===== src/logic/lsu_defs.svh =====
`ifndef LSU_DEFS_SVH
`define LSU_DEFS_SVH

////////////////////////////////////////////////////////////////////////////
// Load/store unit sizes
////////////////////////////////////////////////////////////////////////////

// Instruction tag carried from execute to write-back
`define LSU_ITAG_W 3

// Data path and address width
`define LSU_WORD_W 32

// Byte lanes per data word
`define LSU_BE_W 4

// Beat and response counters, at most two beats per access
`define LSU_CNT_W 2

`endif


===== src/logic/lsu_pkg.sv =====
`include "lsu_defs.svh"

package lsu_pkg;

    ////////////////////////////////////////////////////////////////////////////
    // Access size
    ////////////////////////////////////////////////////////////////////////////
    typedef enum logic [1:0] {
        LS_B = 2'b00,
        LS_H = 2'b01,
        LS_W = 2'b10
    } ls_size_e;

    // Beat / response counter
    typedef logic [`LSU_CNT_W-1:0] lsu_cnt_t;

    ////////////////////////////////////////////////////////////////////////////
    // Request from execute stage
    ////////////////////////////////////////////////////////////////////////////
    typedef struct packed {
        logic                   w_en;
        logic [`LSU_WORD_W-1:0] addr_base;
        logic [`LSU_WORD_W-1:0] addr_offset;
        ls_size_e               size;
        logic                   sgn;
        logic [`LSU_WORD_W-1:0] w_data;
        logic [`LSU_ITAG_W-1:0] itag;
    } lsu_req_t;

    // Request after address generation
    typedef struct packed {
        logic                   w_en;
        logic [`LSU_WORD_W-1:0] addr;
        logic [1:0]             byte_off;
        ls_size_e               size;
        logic                   sgn;
        logic                   misalign;
        logic [`LSU_WORD_W-1:0] w_data;
        logic [`LSU_ITAG_W-1:0] itag;
    } lsu_dec_t;

    ////////////////////////////////////////////////////////////////////////////
    // Data memory beat and write-back
    ////////////////////////////////////////////////////////////////////////////
    typedef struct packed {
        logic [`LSU_WORD_W-1:0] addr;
        logic                   w_en;
        logic [`LSU_BE_W-1:0]   be;
        logic [`LSU_WORD_W-1:0] w_data;
    } dmem_req_t;

    typedef struct packed {
        logic [`LSU_WORD_W-1:0] data;
        logic [`LSU_ITAG_W-1:0] itag;
    } lsu_wb_t;

endpackage


===== src/logic/lsu_addr_gen.sv =====
`timescale 1ns/100ps
`include "lsu_defs.svh"

module lsu_addr_gen (
    input  lsu_pkg::lsu_req_t req_i,
    output lsu_pkg::lsu_dec_t dec_o
);
    import lsu_pkg::*;

    ////////////////////////////////////////////////////////////////////////////
    // Effective address
    ////////////////////////////////////////////////////////////////////////////
    logic [`LSU_WORD_W-1:0] eff_addr;
    logic [1:0]             byte_off;
    logic                   w_misalign;
    logic                   h_misalign;

    // Base plus offset, no overflow detection
    assign eff_addr = req_i.addr_base + req_i.addr_offset;
    assign byte_off = eff_addr[1:0];

    ////////////////////////////////////////////////////////////////////////////
    // Misalignment
    ////////////////////////////////////////////////////////////////////////////

    // Word must sit at offset 0
    assign w_misalign = (req_i.size == LS_W) && (byte_off != 2'b00);
    // Half-word only spills over at offset 3
    assign h_misalign = (req_i.size == LS_H) && (byte_off == 2'b11);
    // Bytes never cross a word

    ////////////////////////////////////////////////////////////////////////////
    // Decoded request
    ////////////////////////////////////////////////////////////////////////////
    always_comb begin
        dec_o.w_en     = req_i.w_en;
        // Word-aligned address of the first beat
        dec_o.addr     = {eff_addr[`LSU_WORD_W-1:2], 2'b00};
        dec_o.byte_off = byte_off;
        dec_o.size     = req_i.size;
        dec_o.sgn      = req_i.sgn;
        dec_o.misalign = w_misalign | h_misalign;
        dec_o.w_data   = req_i.w_data;
        dec_o.itag     = req_i.itag;
    end

endmodule


===== src/logic/lsu_req_regs.sv =====
`timescale 1ns/100ps

module lsu_req_regs (
    input  logic              clk_i,
    input  lsu_pkg::lsu_dec_t dec_i,
    input  logic              load_issue_i,
    input  logic              load_resp_i,
    input  logic              accept_i,
    output lsu_pkg::lsu_dec_t issue_o,
    output lsu_pkg::lsu_dec_t resp_o
);
    import lsu_pkg::*;

    ////////////////////////////////////////////////////////////////////////////
    // Slot storage
    ////////////////////////////////////////////////////////////////////////////

    // Fields of the operation whose beats are being issued
    lsu_dec_t issue_q;
    // Fields of the operation whose responses are awaited
    lsu_dec_t resp_q;

    ////////////////////////////////////////////////////////////////////////////
    // Issue slot
    ////////////////////////////////////////////////////////////////////////////
    always_ff @(posedge clk_i) begin
        // New operation taken from execute
        if (accept_i) begin
            issue_q <= dec_i;
        end
    end

    // First beat goes out in the accept cycle
    // Slot is not written until the following edge
    assign issue_o = accept_i ? dec_i : issue_q;

    ////////////////////////////////////////////////////////////////////////////
    // Response slot
    ////////////////////////////////////////////////////////////////////////////

    // Two sources
    //   load_resp_i  : all beats issued in the accept cycle, take incoming
    //   load_issue_i : last beat issued later, take the issue slot
    always_ff @(posedge clk_i) begin
        if (load_resp_i) begin
            resp_q <= dec_i;
        end
        else if (load_issue_i) begin
            resp_q <= issue_q;
        end
    end

    // Stays put until the final response of this op
    // Older op is already done by the time it changes
    assign resp_o = resp_q;

endmodule


===== src/logic/lsu_store_align.sv =====
`timescale 1ns/100ps
`include "lsu_defs.svh"

module lsu_store_align (
    input  lsu_pkg::lsu_dec_t  issue_i,
    input  logic               second_beat_i,
    output lsu_pkg::dmem_req_t dmem_req_o
);
    import lsu_pkg::*;

    ////////////////////////////////////////////////////////////////////////////
    // Two-word window
    ////////////////////////////////////////////////////////////////////////////

    // Low half is the first beat, high half the second
    logic [2*`LSU_WORD_W-1:0] data_win;
    logic [2*`LSU_BE_W-1:0]   be_win;
    logic [`LSU_BE_W-1:0]     be_base;
    logic [4:0]               bit_shift;

    // Byte offset in bits
    assign bit_shift = {issue_i.byte_off, 3'b000};

    // Write data moved up to its byte lane
    assign data_win = {{`LSU_WORD_W{1'b0}}, issue_i.w_data} << bit_shift;

    ////////////////////////////////////////////////////////////////////////////
    // Byte enables
    ////////////////////////////////////////////////////////////////////////////

    // Lanes touched at offset 0
    always_comb begin
        case (issue_i.size)
            LS_B:    be_base = 4'b0001;
            LS_H:    be_base = 4'b0011;
            LS_W:    be_base = 4'b1111;
            default: be_base = 4'b0000;
        endcase
    end

    // Shift into the window, spill lands in the upper word
    // e.g. word at offset 1 -> 1110 then 0001
    assign be_win = {{`LSU_BE_W{1'b0}}, be_base} << issue_i.byte_off;

    ////////////////////////////////////////////////////////////////////////////
    // Beat select
    ////////////////////////////////////////////////////////////////////////////
    always_comb begin
        dmem_req_o.w_en = issue_i.w_en;
        if (second_beat_i) begin
            // Next word up
            dmem_req_o.addr   = issue_i.addr + `LSU_WORD_W'(4);
            dmem_req_o.be     = be_win[2*`LSU_BE_W-1:`LSU_BE_W];
            dmem_req_o.w_data = data_win[2*`LSU_WORD_W-1:`LSU_WORD_W];
        end
        else begin
            // Aligned word, or first half of a split access
            dmem_req_o.addr   = issue_i.addr;
            dmem_req_o.be     = be_win[`LSU_BE_W-1:0];
            dmem_req_o.w_data = data_win[`LSU_WORD_W-1:0];
        end
    end

endmodule


===== src/logic/lsu_load_align.sv =====
`timescale 1ns/100ps
`include "lsu_defs.svh"

module lsu_load_align (
    input  logic                   clk_i,
    input  lsu_pkg::lsu_dec_t      resp_slot_i,
    input  logic                   dmem_resp_vld_i,
    input  logic [`LSU_WORD_W-1:0] dmem_resp_data_i,
    output lsu_pkg::lsu_wb_t       wb_o
);
    import lsu_pkg::*;

    ////////////////////////////////////////////////////////////////////////////
    // Previous response word
    ////////////////////////////////////////////////////////////////////////////
    logic [`LSU_WORD_W-1:0] resp_data_q;

    // Holds the low word of a split load
    always_ff @(posedge clk_i) begin
        if (dmem_resp_vld_i) begin
            resp_data_q <= dmem_resp_data_i;
        end
    end

    ////////////////////////////////////////////////////////////////////////////
    // Merge and extract
    ////////////////////////////////////////////////////////////////////////////
    logic [2*`LSU_WORD_W-1:0] data_win;
    logic [2*`LSU_WORD_W-1:0] data_shft;
    logic [`LSU_WORD_W-1:0]   data_algn;

    // Split access -> current word on top of the previous one
    // Aligned access uses the current word only
    assign data_win = resp_slot_i.misalign ?
                      {dmem_resp_data_i, resp_data_q} :
                      {{`LSU_WORD_W{1'b0}}, dmem_resp_data_i};

    // Addressed byte down to lane 0
    assign data_shft = data_win >> {resp_slot_i.byte_off, 3'b000};
    assign data_algn = data_shft[`LSU_WORD_W-1:0];

    ////////////////////////////////////////////////////////////////////////////
    // Sign or zero extension
    ////////////////////////////////////////////////////////////////////////////
    logic sign_b;
    logic sign_h;

    // Fill bit, zero for unsigned loads
    assign sign_b = resp_slot_i.sgn & data_algn[7];
    assign sign_h = resp_slot_i.sgn & data_algn[15];

    always_comb begin
        case (resp_slot_i.size)
            LS_B: begin
                wb_o.data = {{(`LSU_WORD_W-8){sign_b}}, data_algn[7:0]};
            end
            LS_H: begin
                wb_o.data = {{(`LSU_WORD_W-16){sign_h}}, data_algn[15:0]};
            end
            // Full word, nothing to extend
            default: begin
                wb_o.data = data_algn;
            end
        endcase
        wb_o.itag = resp_slot_i.itag;
    end

    // Data is only meaningful for loads, stores just need the tag

endmodule


===== src/logic/lsu_ctrl.sv =====
`timescale 1ns/100ps

module lsu_ctrl (
    input  logic clk_i,
    input  logic rst_i,
    input  logic lsu_req_i,
    input  logic misalign_i,
    input  logic dmem_req_rdy_i,
    input  logic dmem_resp_vld_i,
    input  logic issue_misalign_i,
    output logic lsu_rdy_o,
    output logic dmem_req_vld_o,
    output logic second_beat_o,
    output logic accept_o,
    output logic load_issue_o,
    output logic load_resp_o,
    output logic lsu_done_o
);
    import lsu_pkg::*;

    ////////////////////////////////////////////////////////////////////////////
    // Handshakes
    ////////////////////////////////////////////////////////////////////////////
    lsu_cnt_t n_req_q;
    lsu_cnt_t n_resp_q;
    lsu_cnt_t n_req_n;
    lsu_cnt_t n_resp_n;
    lsu_cnt_t n_beats;
    logic     dmem_acc;
    logic     last_resp;

    // Final response of the current op arrives
    assign last_resp = dmem_resp_vld_i && (n_resp_q == lsu_cnt_t'(1));

    // No beats left, and no more than the arriving final response
    assign lsu_rdy_o = (n_req_q == '0) && ((n_resp_q == '0) || last_resp);
    assign accept_o  = lsu_req_i & lsu_rdy_o;

    // First beat bypassed in the accept cycle, then from the counter
    assign dmem_req_vld_o = accept_o || (n_req_q != '0);
    assign dmem_acc       = dmem_req_vld_o & dmem_req_rdy_i;

    // One or two beats per op
    assign n_beats = misalign_i ? lsu_cnt_t'(2) : lsu_cnt_t'(1);

    ////////////////////////////////////////////////////////////////////////////
    // Beat and response counters
    ////////////////////////////////////////////////////////////////////////////
    always_comb begin
        n_req_n  = n_req_q;
        n_resp_n = n_resp_q;
        if (accept_o) begin
            // Less one if the first beat goes straight through
            n_req_n  = n_beats - lsu_cnt_t'(dmem_acc);
            // Old final response, if any, is consumed this cycle
            n_resp_n = n_beats;
        end
        else begin
            if (dmem_acc) begin
                n_req_n = n_req_q - lsu_cnt_t'(1);
            end
            if (dmem_resp_vld_i) begin
                n_resp_n = n_resp_q - lsu_cnt_t'(1);
            end
        end
    end

    always_ff @(posedge clk_i) begin
        if (rst_i) begin
            n_req_q  <= '0;
            n_resp_q <= '0;
        end
        else begin
            n_req_q  <= n_req_n;
            n_resp_q <= n_resp_n;
        end
    end

    ////////////////////////////////////////////////////////////////////////////
    // Slot strobes and done
    ////////////////////////////////////////////////////////////////////////////

    // Upper word of a split access
    assign second_beat_o = issue_misalign_i && (n_req_q == lsu_cnt_t'(1));

    // Response slot from incoming request, nothing left to issue
    assign load_resp_o  = accept_o && (n_req_n == '0);
    // Response slot from issue slot, last beat taken later
    assign load_issue_o = !accept_o && (n_req_q != '0) && (n_req_n == '0);

    // Same cycle as the final response beat
    assign lsu_done_o = last_resp;

endmodule


===== src/logic/lsu_top.sv =====
`timescale 1ns/100ps
`include "lsu_defs.svh"

module lsu_top (
    input  logic                   clk_i,
    input  logic                   rst_i,
    // Execute side
    input  logic                   lsu_req_i,
    input  lsu_pkg::lsu_req_t      lsu_req_data_i,
    output logic                   lsu_rdy_o,
    // Data memory
    output logic                   dmem_req_vld_o,
    input  logic                   dmem_req_rdy_i,
    output lsu_pkg::dmem_req_t     dmem_req_o,
    input  logic                   dmem_resp_vld_i,
    input  logic [`LSU_WORD_W-1:0] dmem_resp_data_i,
    // Write-back
    output logic                   lsu_done_o,
    output lsu_pkg::lsu_wb_t       lsu_wb_o
);

    ////////////////////////////////////////////////////////////////////////////
    // Internal wires
    ////////////////////////////////////////////////////////////////////////////
    lsu_pkg::lsu_dec_t dec;
    lsu_pkg::lsu_dec_t issue_slot;
    lsu_pkg::lsu_dec_t resp_slot;
    logic              second_beat;
    logic              accept;
    logic              load_issue;
    logic              load_resp;

    // Decode incoming request
    lsu_addr_gen u_addr_gen (
        .req_i (lsu_req_data_i),
        .dec_o (dec)
    );

    ////////////////////////////////////////////////////////////////////////////
    // Control
    ////////////////////////////////////////////////////////////////////////////
    lsu_ctrl u_ctrl (
        .clk_i            (clk_i),
        .rst_i            (rst_i),
        .lsu_req_i        (lsu_req_i),
        .misalign_i       (dec.misalign),
        .dmem_req_rdy_i   (dmem_req_rdy_i),
        .dmem_resp_vld_i  (dmem_resp_vld_i),
        .issue_misalign_i (issue_slot.misalign),
        .lsu_rdy_o        (lsu_rdy_o),
        .dmem_req_vld_o   (dmem_req_vld_o),
        .second_beat_o    (second_beat),
        .accept_o         (accept),
        .load_issue_o     (load_issue),
        .load_resp_o      (load_resp),
        .lsu_done_o       (lsu_done_o)
    );

    ////////////////////////////////////////////////////////////////////////////
    // Datapath
    ////////////////////////////////////////////////////////////////////////////
    lsu_req_regs u_req_regs (
        .clk_i        (clk_i),
        .dec_i        (dec),
        .load_issue_i (load_issue),
        .load_resp_i  (load_resp),
        .accept_i     (accept),
        .issue_o      (issue_slot),
        .resp_o       (resp_slot)
    );

    // Request beat toward memory
    lsu_store_align u_store_align (
        .issue_i       (issue_slot),
        .second_beat_i (second_beat),
        .dmem_req_o    (dmem_req_o)
    );

    // Response back to write-back
    lsu_load_align u_load_align (
        .clk_i            (clk_i),
        .resp_slot_i      (resp_slot),
        .dmem_resp_vld_i  (dmem_resp_vld_i),
        .dmem_resp_data_i (dmem_resp_data_i),
        .wb_o             (lsu_wb_o)
    );

endmodule


===== config.mk =====
export PLATFORM = sky130hd
export DESIGN_NAME = lsu_top
export DESIGN_NICKNAME = d
export VERILOG_FILES = /design/src/logic/lsu_pkg.sv /design/src/logic/lsu_addr_gen.sv /design/src/logic/lsu_req_regs.sv /design/src/logic/lsu_store_align.sv /design/src/logic/lsu_load_align.sv /design/src/logic/lsu_ctrl.sv /design/src/logic/lsu_top.sv
export VERILOG_INCLUDE_DIRS = /design/src /design/src/logic
export SDC_FILE = /design/constraint.sdc
export NUM_CORES = 1
export LEC_CHECK = 0
export BUFFER_PORTS_ARGS = -buffer_cell sky130_fd_sc_hd__buf_2
export CORE_UTILIZATION = 45
export DETAILED_ROUTE_END_ITERATION = 16
export PLACE_DENSITY = 0.71
export SYNTH_ARGS = -nofsm -noshare
export SYNTH_HDL_FRONTEND = slang
export SYNTH_HIERARCHICAL = 1
export SYNTH_SLANG_ARGS = --single-unit

===== constraint.sdc =====
create_clock -name clk_i -period 4 [get_ports clk_i]
set_input_delay 0.2 -clock clk_i [delete_from_list [all_inputs] [get_ports clk_i]]
set_output_delay 0.2 -clock clk_i [all_outputs]
set_load 0.05 [all_outputs]

==> flow_summary.toml, run 1 <==
[status]
status = "finished clean"

[clock_network]
htree_num_levels = 4
clock_root_buffer = "sky130_fd_sc_hd__clkbuf_16"
path_clk_slew_ns = 0.06
cts_num_sinks = 119
cts-root-to-sink-buffers = 2
cts-buffers-inserted = 17
tritoncts = "yes"
worstSkewPairLatency_ns = 0.41

[logic_synthesis]
synth-warning-count = 6
mean_syn_cell_area_um2 = 9.63
synth.cell_area_um2 = 9440
netlist_instances = 980

[final_layout]
finish.net_count = 1360
share_of_final_layout_standard_cells_stronger_than_drive_strength_1 = 0.389
area_delta_synth_final_pct = 19.0
n_fill_cell = 1819
antenna_fix_cells = 0

[global_route]
grt_max_degree = 55
globalRouteTotalUtil = 0.232
grt_pass1_wl_um = 40400
grt.overflow.total = 0
grt_pass1_vias = 7913
antenna_found_initial = 0

[critical_path]
cp-end-kind = "output port"
critPathSlowestCell = "sky130_fd_sc_hd__nor4_4"
worstSetupStartpointType = "input port"
cp_max_fo = 8
crit_start = "lsu_req_data_i[39]"
critical_path.endpoint = "dmem_req_o[51]"
rr_worst_depth = 9
path_class = "input port to output port"
cpPeakStageDelay_ns = 0.34
data_arrival_critical_path_ns = 3.61
worstPathCellList = "buf_2, ha_1, a211oi_1, buf_4, o21ai_0, a21o_1, a21o_1, a21o_1, a21oi_1, xnor2_1, mux2_2, nand4_2, nor4_4, buf_4, nand2_1, xnor2_1, buf_4"
r2r_slack_ns = 1.21
cp.required_ns = 3.80
r2r-end = "u_req_regs/resp_o[37]$_DFFE_PP_"
reg2reg_from = "u_ctrl/n_req_q[0]$_SDFF_PP0_"

[sta]
timing_worst_slew_pin_value_ns = 0.966
finalCritPeriodShare = 0.954
maxClockFrequency_mhz = 262
setup_slack_ns = 0.185
setup_viol = 0
slew_headroom = 0.356
fin_worst_skew_ns = 0.00934
slew_viol_final = 0
final-hold-violation-count = 0
final.min_clock_period_ns = 3.81

[routing]
antenna_left = 0
via_count = 8119
drt_drc_violations_left = 0
drt_pass1_iterations = 5
drt-vias-per-instance = 5.55
wl_per_cell_um = 17.1
detailedRoute.firstIterationViolations = 457
finalWirelength_um = 25000

[die]
rows = 52
initial_core_utilization = 0.463
die_width_um = 147
io_pins = 247
die-area_um2 = 21600
design.core.area_um2 = 20400
die_y_extent_um = 147

[hold_path]
hp-class = "input port to register"

[placement]
dpl_worst_slack_ns = 0.168
port-buffer-count = 246
dp_hpwl_um = 18900
place_congestion = 0.869

[run]
maximum_capacitance_violations = 0
==> cell usage in the layout, fill, tap and decap left out, drive strengths merged, types with 3 or more instances in the layout <==
cell type,n
ha,39
xor2,23
o31ai,5
or2,4
mux2,95
inv,28
dlygate4sd3,10
clkbuf,22
xnor2,38
o21bai,6
mux4,21
nor3b,3
nor4,4
nor2b,15
clkinv,7
o21ai,65
nor2,53
nand2,68
buf,270
edfxtp,41
and2,4
nor3,18
o211ai,15
a211oi,7
nand2b,6
nand3,37
a211o,3
a21oi,60
o22ai,9
o21a,4
and3,16
dfxtp,78
nand4,19
a21o,15
mux2i,58
==> worst max-delay path, delay by kind of cell <==
kind / cells / cell delay, ns
compound gates: 6 / 1.14
buf+inv: 4 / 0.75
simple gates: 3 / 0.58
xor+xnor: 2 / 0.41
fa+ha+maj: 1 / 0.30
mux: 1 / 0.24
==> flip-flops by register name, indices dropped and copies added (netlist names) <==
| signal | flops |
|---|---|
| u_ctrl/n_req_q | 2 |
| u_ctrl/n_resp_q | 2 |
| u_load_align/resp_data_q | 32 |
| u_req_regs/issue_q | 74 |
| u_req_regs/resp_o | 9 |
==> cell type report <==
type / count / area [um^2] / area share
Inverter: 25 / 96.3 / 0.00858
Timing Repair Buffer: 282 / 1540 / 0.138
Tap cell: 270 / 338 / 0.0301
Multi-Input combinational cell: 735 / 5880 / 0.524
Clock buffer: 20 / 489 / 0.0436
Sequential cell: 119 / 2790 / 0.249
Clock inverter: 12 / 88.8 / 0.00791
==> stage by stage <==
step	std cells	setup TNS, ns	hold WS, ns	instance area (um^2)	utilization
after floorplan	981	0	0.265	9440	-
after global placement	1421	0	0.398	10500	0.516
after detailed placement	1421	0	0.402	10500	0.516
after CTS	1463	0	0.0000477	11200	0.549
after global routing	1463	-0.0245	0.00325	11200	0.551
final	1463	0	0.0201	11200	0.551
==> layer usage <==
| layer | GRT usage | vias to the layer above | share of wire |
|---|---|---|---|
| met2 | 0.393 | 289 | 0.49 |
| met3 | 0.0590 | 18 | 0.067 |
| met5 | 0 | - | 0 |
| li1 | - | 3940 | - |
| met1 | 0.295 | 3872 | 0.44 |
| met4 | 0.0557 | 0 | 0.0080 |
==> repair_timing <==
item                                    CTS  global route
resized for setup                         2            16
endpoints found under the setup margin   11            11
hold buffers                             10             0
pin swaps                                 0             2
setup buffers                             0             0
endpoints found under the hold margin    10             0
==> how the worst min path moves through the flow <==
stage	slack [ns]	end	depth (start not counted)	startpoint
2_1_floorplan	0.26	u_ctrl/n_req_q[0]$_SDFF_PP0_	1	rst_i
3_3_place_gp	0.40	u_load_align/resp_data_q[31]$_DFFE_PP_	1	dmem_resp_data_i[31]
3_5_place_dp	0.40	u_load_align/resp_data_q[31]$_DFFE_PP_	1	dmem_resp_data_i[31]
4_1_cts	0.00005	u_load_align/resp_data_q[11]$_DFFE_PP_	1	dmem_resp_data_i[11]
5_1_grt	0.003	u_load_align/resp_data_q[12]$_DFFE_PP_	1	dmem_resp_data_i[12]
6_report	0.02	u_load_align/resp_data_q[11]$_DFFE_PP_	1	dmem_resp_data_i[11]
Power of run 1 is left out: the tool's default activity adds up to more than one toggle a clock period on the data nets, which glitch-free logic cannot reach.
==> run 2, diff against run 1 <==
Settings changed: PLACE_DENSITY 0.71 to 0.74, SYNTH_HIERARCHICAL 1 to unset.
==> flow_summary.toml, run 2 <==
[status]
status = "finished clean"

[logic_synthesis]
synthTopCellsByArea = "sky130_fd_sc_hd__dfxtp_1 16%, sky130_fd_sc_hd__edfxtp_1 15%, sky130_fd_sc_hd__nand2_1 8.2%"
asyncSetResetFlopFracSynth = 0
synth_nets = 1295
synth_commonest_cells = "196 x sky130_fd_sc_hd__nand2_1, 91 x sky130_fd_sc_hd__a21oi_1, 82 x sky130_fd_sc_hd__nor2_1, 74 x sky130_fd_sc_hd__dfxtp_1, 69 x sky130_fd_sc_hd__mux2i_1"
yosysSeqAreaShare = 0.315
mean_syn_cell_area_um2 = 8.08
synth_seq_cells = 119
synth.cell_area_um2 = 9000
netlist_instances = 1115
most_common_cell_in_the_synthesized_netlist = "sky130_fd_sc_hd__nand2_1"
synth.distinct_cells = 84
synth-warning-count = 0
synth_largest_type_area_fraction = 0.165
cell_type_with_the_highest_aggregate_area_in_the_netlist = "sky130_fd_sc_hd__dfxtp_1"
ys_flop_type = "sky130_fd_sc_hd__dfxtp_1"
synth_enable_flop_cells = 45

[run]
maximum_capacitance_violations = 0

[sta]
final-hold-violation-count = 0
timing_worst_slew_pin_value_ns = 0.682
finalCritPeriodShare = 0.964
slew_headroom = 0.541
slew_viol_final = 0
maxClockFrequency_mhz = 259
setup_viol = 0
rsz0062_at_grt = "true"
final.min_clock_period_ns = 3.86
fin_worst_skew_ns = 0.00711

[die]
io_pins = 247
die-area_um2 = 20600
die_width_um = 143
die_y_extent_um = 143
rows = 51
design.core.area_um2 = 19500
initial_core_utilization = 0.461

[final_layout]
area_delta_synth_final_pct = 32.5
layout.cells.most_common_list = "237 x sky130_fd_sc_hd__buf_2, 195 x sky130_fd_sc_hd__nand2_1, 91 x sky130_fd_sc_hd__a21oi_1"
fin_util = 0.611
finish.net_count = 1570
regMostFlops = "u_req_regs.issue_q"
share_of_final_layout_standard_cells_stronger_than_drive_strength_1 = 0.294
largest_register_ff_count = 74
final_cells = 1668
layout.cells.most_common = "sky130_fd_sc_hd__buf_2"
antenna_fix_cells = 0
post-route-cell-area_um2 = 11900

[placement]
place_congestion = 0.869
placed_cells = 1586
port-buffer-count = 246
post_dp_cell_area_um2 = 10700
dp_hpwl_um = 19900

[global_route]
grt.overflow.total = 0
antenna_found_initial = 0
globalRouteTotalUtil = 0.262
grt_pass1_vias = 8555
grt_pass1_wl_um = 42500
grt_max_degree = 46

[routing]
drt_drc_violations_left = 0
drt_pass1_iterations = 5
wl_per_cell_um = 16.4
finalWirelength_um = 27400
drt-vias-per-instance = 5.57
via_count = 9293
detailedRoute.firstIterationViolations = 591
antenna_left = 0

[clock_network]
htree_num_levels = 4
path_clk_slew_ns = 0.06
tritoncts = "yes"
cts-root-to-sink-buffers = 2
cts-buffers-inserted = 17
cts_num_sinks = 119
clock_root_buffer = "sky130_fd_sc_hd__clkbuf_16"
worstSkewPairLatency_ns = 0.42

[critical_path]
r2r_slack_ns = 0.98
timing.critical_path.buf_inv = 3
cp_max_fo = 4
critical_path.most_common_cell = "sky130_fd_sc_hd__buf_8"
path_class = "input port to output port"
worstPathCellList = "buf_8, ha_4, inv_2, fa_2, nand2b_4, a211o_4, a2111oi_4, nor2_1, or4_1, nand3_2, nand4_4, or2_4, nor4_4, xor2_4, buf_8"
data_arrival_critical_path_ns = 3.66
cpPeakStageDelay_ns = 0.55
critPathSlowestCell = "sky130_fd_sc_hd__or4_1"
critical_path.top_delay_family = "simple AND/OR/NAND/NOR gates"
worstSetupStartpointType = "input port"
cp-end-kind = "output port"
cp.required_ns = 3.80

[hold_path]
hp-class = "input port to register"
-- run 2: per-stage QoR --
stage | hold WS, ns | setup slack, ns | TNS (ns)
6_report | 0.0164 | 0.143 | 0
4_1_cts | 0.000133 | 0.0316 | 0
2_1_floorplan | 0.272 | -0.142 | -0.499
5_1_grt | 0.00387 | -0.00492 | -0.00492
3_5_place_dp | 0.397 | -0.0290 | -0.0290
3_3_place_gp | 0.395 | 0.0377 | 0
-- run 2: cell type report --
cell class	count	area, um^2
clock buffer	19	443
multi-input combinational	878	5970
tap	265	332
sequential	119	2830
fill	1726	7590
inverter	42	158
timing repair buffer	332	2040
clock inverter	13	155
-- run 2: timing repair --
action / 4_1_cts / 5_1_grt
hold endpoints to repair: 36 / 0
gates cloned: 1 / 0
setup endpoints to repair: 9 / 11
buffers inserted: 5 / 8
pin swaps: 2 / 15
resized for setup: 11 / 33
hold buffers: 36 / 0
-- run 2: logic make-up (layout without fill, tap and decap cells) --
family	Yosys count	in the layout	synth area share
compound gates	270	270	0.194
xor+xnor	43	43	0.0418
fa+ha+maj	40	40	0.0564
buf+inv	119	406	0.0541
flops	119	119	0.315
mux	92	92	0.115
simple gates	432	433	0.224
-- run 2: worst register-to-register path, stage by stage, from the launching register on --
cell	delay, ns
sky130_fd_sc_hd__dfxtp_2	0.35
sky130_fd_sc_hd__inv_1	0.05
sky130_fd_sc_hd__ha_1	0.21
sky130_fd_sc_hd__a21oi_4	0.18
sky130_fd_sc_hd__or2_2	0.32
sky130_fd_sc_hd__buf_4	0.31
sky130_fd_sc_hd__nand2_1	0.15
sky130_fd_sc_hd__nand2_1	0.19
sky130_fd_sc_hd__ha_1	0.28
sky130_fd_sc_hd__nor3_2	0.17
sky130_fd_sc_hd__buf_4	0.21
sky130_fd_sc_hd__mux2_2	0.36
-- run 2: layer usage --
| metal | wire [um] | vias to the layer above | global-route usage | share of wire |
|---|---|---|---|---|
| li1 | - | 4555 | - | - |
| met1 | 11700 | 4308 | 0.336 | 0.43 |
| met2 | 12800 | 398 | 0.430 | 0.47 |
| met3 | 2480 | 32 | 0.0760 | 0.091 |
| met4 | 415 | 0 | 0.0694 | 0.015 |
| met5 | 0 | - | 0 | 0 |
-- run 2: final timing paths --
check                                  startpoint                                     end  depth (start not counted)
hold reg to reg    u_req_regs.issue_q[73]$_DFF_P_          u_req_regs.issue_q[73]$_DFF_P_                          2
setup / recovery               lsu_req_data_i[70]                          dmem_req_o[65]                         15
hold / removal               dmem_resp_data_i[27]  u_load_align.resp_data_q[27]$_DFFE_PP_                          1
setup reg to reg  u_ctrl.n_resp_q[0]$_SDFFE_PP0P_          u_req_regs.resp_o[2]$_DFFE_PP_                         11
Power of run 2 is left out for the same reason.
==> run 3, diff against run 2 <==
Settings changed: SETUP_SLACK_MARGIN set to 0.15.
==> flow_summary.toml, run 3 (synthesized netlist as in run 2, its figures left out) <==
[critical_path]
path_class = "input port to output port"
r2r-end = "u_req_regs.resp_o[2]$_DFFE_PP_"
cp_max_fo = 5
worstSetupStartpointType = "input port"
crit_start = "lsu_req_data_i[38]"
r2r_slack_ns = 0.95
critical_path.endpoint = "dmem_req_o[68]"
reg2reg_from = "u_ctrl.n_req_q[0]$_SDFF_PP0_"
data_arrival_critical_path_ns = 3.62
rr_worst_depth = 12
cp.required_ns = 3.80
cp-end-kind = "output port"

[clock_network]
tritoncts = "yes"
path_clk_slew_ns = 0.05
htree_num_levels = 4
cts_num_sinks = 119
cts-buffers-inserted = 17
clock_root_buffer = "sky130_fd_sc_hd__clkbuf_16"
cts-root-to-sink-buffers = 2
worstSkewPairLatency_ns = 0.41

[final_layout]
multi_input_comb_area_um2 = 6070
share_of_final_layout_standard_cells_stronger_than_drive_strength_1 = 0.302
layout.cells.most_common_list = "235 x sky130_fd_sc_hd__buf_2, 194 x sky130_fd_sc_hd__nand2_1, 90 x sky130_fd_sc_hd__a21oi_1"
n_fill_cell = 1736
largest_register_ff_count = 74
area_delta_synth_final_pct = 34.0
layout.cells.most_common = "sky130_fd_sc_hd__buf_2"
finish.net_count = 1566
area.sequential_um2 = 2840
regMostFlops = "u_req_regs.issue_q"
fin_util = 0.618

[die]
initial_core_utilization = 0.461
die_y_extent_um = 143
rows = 51
design.core.area_um2 = 19500
die-area_um2 = 20600
io_pins = 247
die_width_um = 143

[global_route]
grt_pass1_vias = 9084
grt.overflow.total = 0
globalRouteTotalUtil = 0.277
grt_max_degree = 46
antenna_found_initial = 3
grt_pass1_wl_um = 44900

[run]
maximum_capacitance_violations = 0

[routing]
drt-vias-per-instance = 5.65
via_count = 9418
wl_per_cell_um = 17.1
antenna_left = 0
finalWirelength_um = 28600
drt_drc_violations_left = 0
detailedRoute.firstIterationViolations = 640
drt_pass1_iterations = 6

[sta]
final.min_clock_period_ns = 3.82
fin_worst_skew_ns = 0.00823
slew_headroom = 0.544
timing_worst_slew_pin_value_ns = 0.681
maxClockFrequency_mhz = 261
rsz0062_at_grt = "true"
slew_viol_final = 0
final-hold-violation-count = 0
setup_viol = 0
finalCritPeriodShare = 0.956

[placement]
place_congestion = 0.908
dp_hpwl_um = 20200
port-buffer-count = 246

[hold_path]
hp-class = "input port to register"

[status]
status = "finished clean"
-- run 3: cell types whose count changed in the layout (fill, tap and decap cells not counted), moves of 3 or more --
cell / delta
sky130_fd_sc_hd__buf_4: -6
sky130_fd_sc_hd__inv_2: -3
sky130_fd_sc_hd__diode_2: +3
sky130_fd_sc_hd__buf_6: +3
-- run 3: per-layer routing --
metal,global-route usage,up-vias,part of all wire
li1,-,4553,-
met1,0.342,4408,0.42
met2,0.458,406,0.47
met3,0.0896,49,0.096
met4,0.0784,2,0.017
met5,0,-,0.00046
-- run 3: per-stage QoR --
step                      area [um^2]  worst slack, ns  hold WS (ns)  TNS (ns)  instances
after floorplan                  9230           0.0104         0.272         0       1115
after global placement          10700            0.108         0.395         0       1585
after detailed placement        10700         -0.00446         0.393  -0.00446       1585
after CTS                       11900            0.157       0.00299         0       1661
after global routing            12100           0.0272       0.00664         0       1665
final                           12100            0.175        0.0140         0       1667
-- run 3: what timing repair did --
action                                 4_1_cts  5_1_grt
hold buffers                                34        1
gates cloned                                 2        0
setup endpoints to repair                   23       17
setup buffers                                8        2
resized for setup                           24       38
endpoints found under the hold margin       34        1
pin swaps                                    9       12
-- run 3: worst min path at each step --
stage | startpoint | end | cells past startpoint
6_report | lsu_req_data_i[27] | u_req_regs.issue_q[27]$_DFF_P_ | 3
4_1_cts | lsu_req_data_i[27] | u_req_regs.issue_q[27]$_DFF_P_ | 3
5_1_grt | dmem_resp_data_i[15] | u_load_align.resp_data_q[15]$_DFFE_PP_ | 1
2_1_floorplan | rst_i | u_ctrl.n_resp_q[1]$_SDFFE_PP0P_ | 1
3_3_place_gp | lsu_req_data_i[35] | u_req_regs.issue_q[36]$_DFFE_PP_ | 1
3_5_place_dp | lsu_req_data_i[2] | u_req_regs.issue_q[2]$_DFFE_PP_ | 1
-- run 3: final cells by class --
type                    instances  share of cell area
diodes                          3            0.000622
clock buffers                  19              0.0359
clock inverters                13              0.0109
inverters                      42              0.0135
multi-input cells             877               0.503
flip-flops and latches        119               0.235
well taps                     265              0.0275
repair buffers                329               0.174
-- run 3: critical path, cell delays in order --
cell	delay, ns
sky130_fd_sc_hd__buf_6	0.08
sky130_fd_sc_hd__ha_4	0.13
sky130_fd_sc_hd__inv_2	0.04
sky130_fd_sc_hd__fa_2	0.35
sky130_fd_sc_hd__nand2b_4	0.16
sky130_fd_sc_hd__a211o_4	0.35
sky130_fd_sc_hd__a31o_4	0.28
sky130_fd_sc_hd__a211o_1	0.31
sky130_fd_sc_hd__and3b_2	0.23
sky130_fd_sc_hd__o41ai_4	0.32
sky130_fd_sc_hd__nand2_2	0.16
sky130_fd_sc_hd__nor4_4	0.28
sky130_fd_sc_hd__buf_4	0.19
sky130_fd_sc_hd__nand4_1	0.16
sky130_fd_sc_hd__xnor2_2	0.21
sky130_fd_sc_hd__buf_6	0.18
Power of run 3 is left out for the same reason.
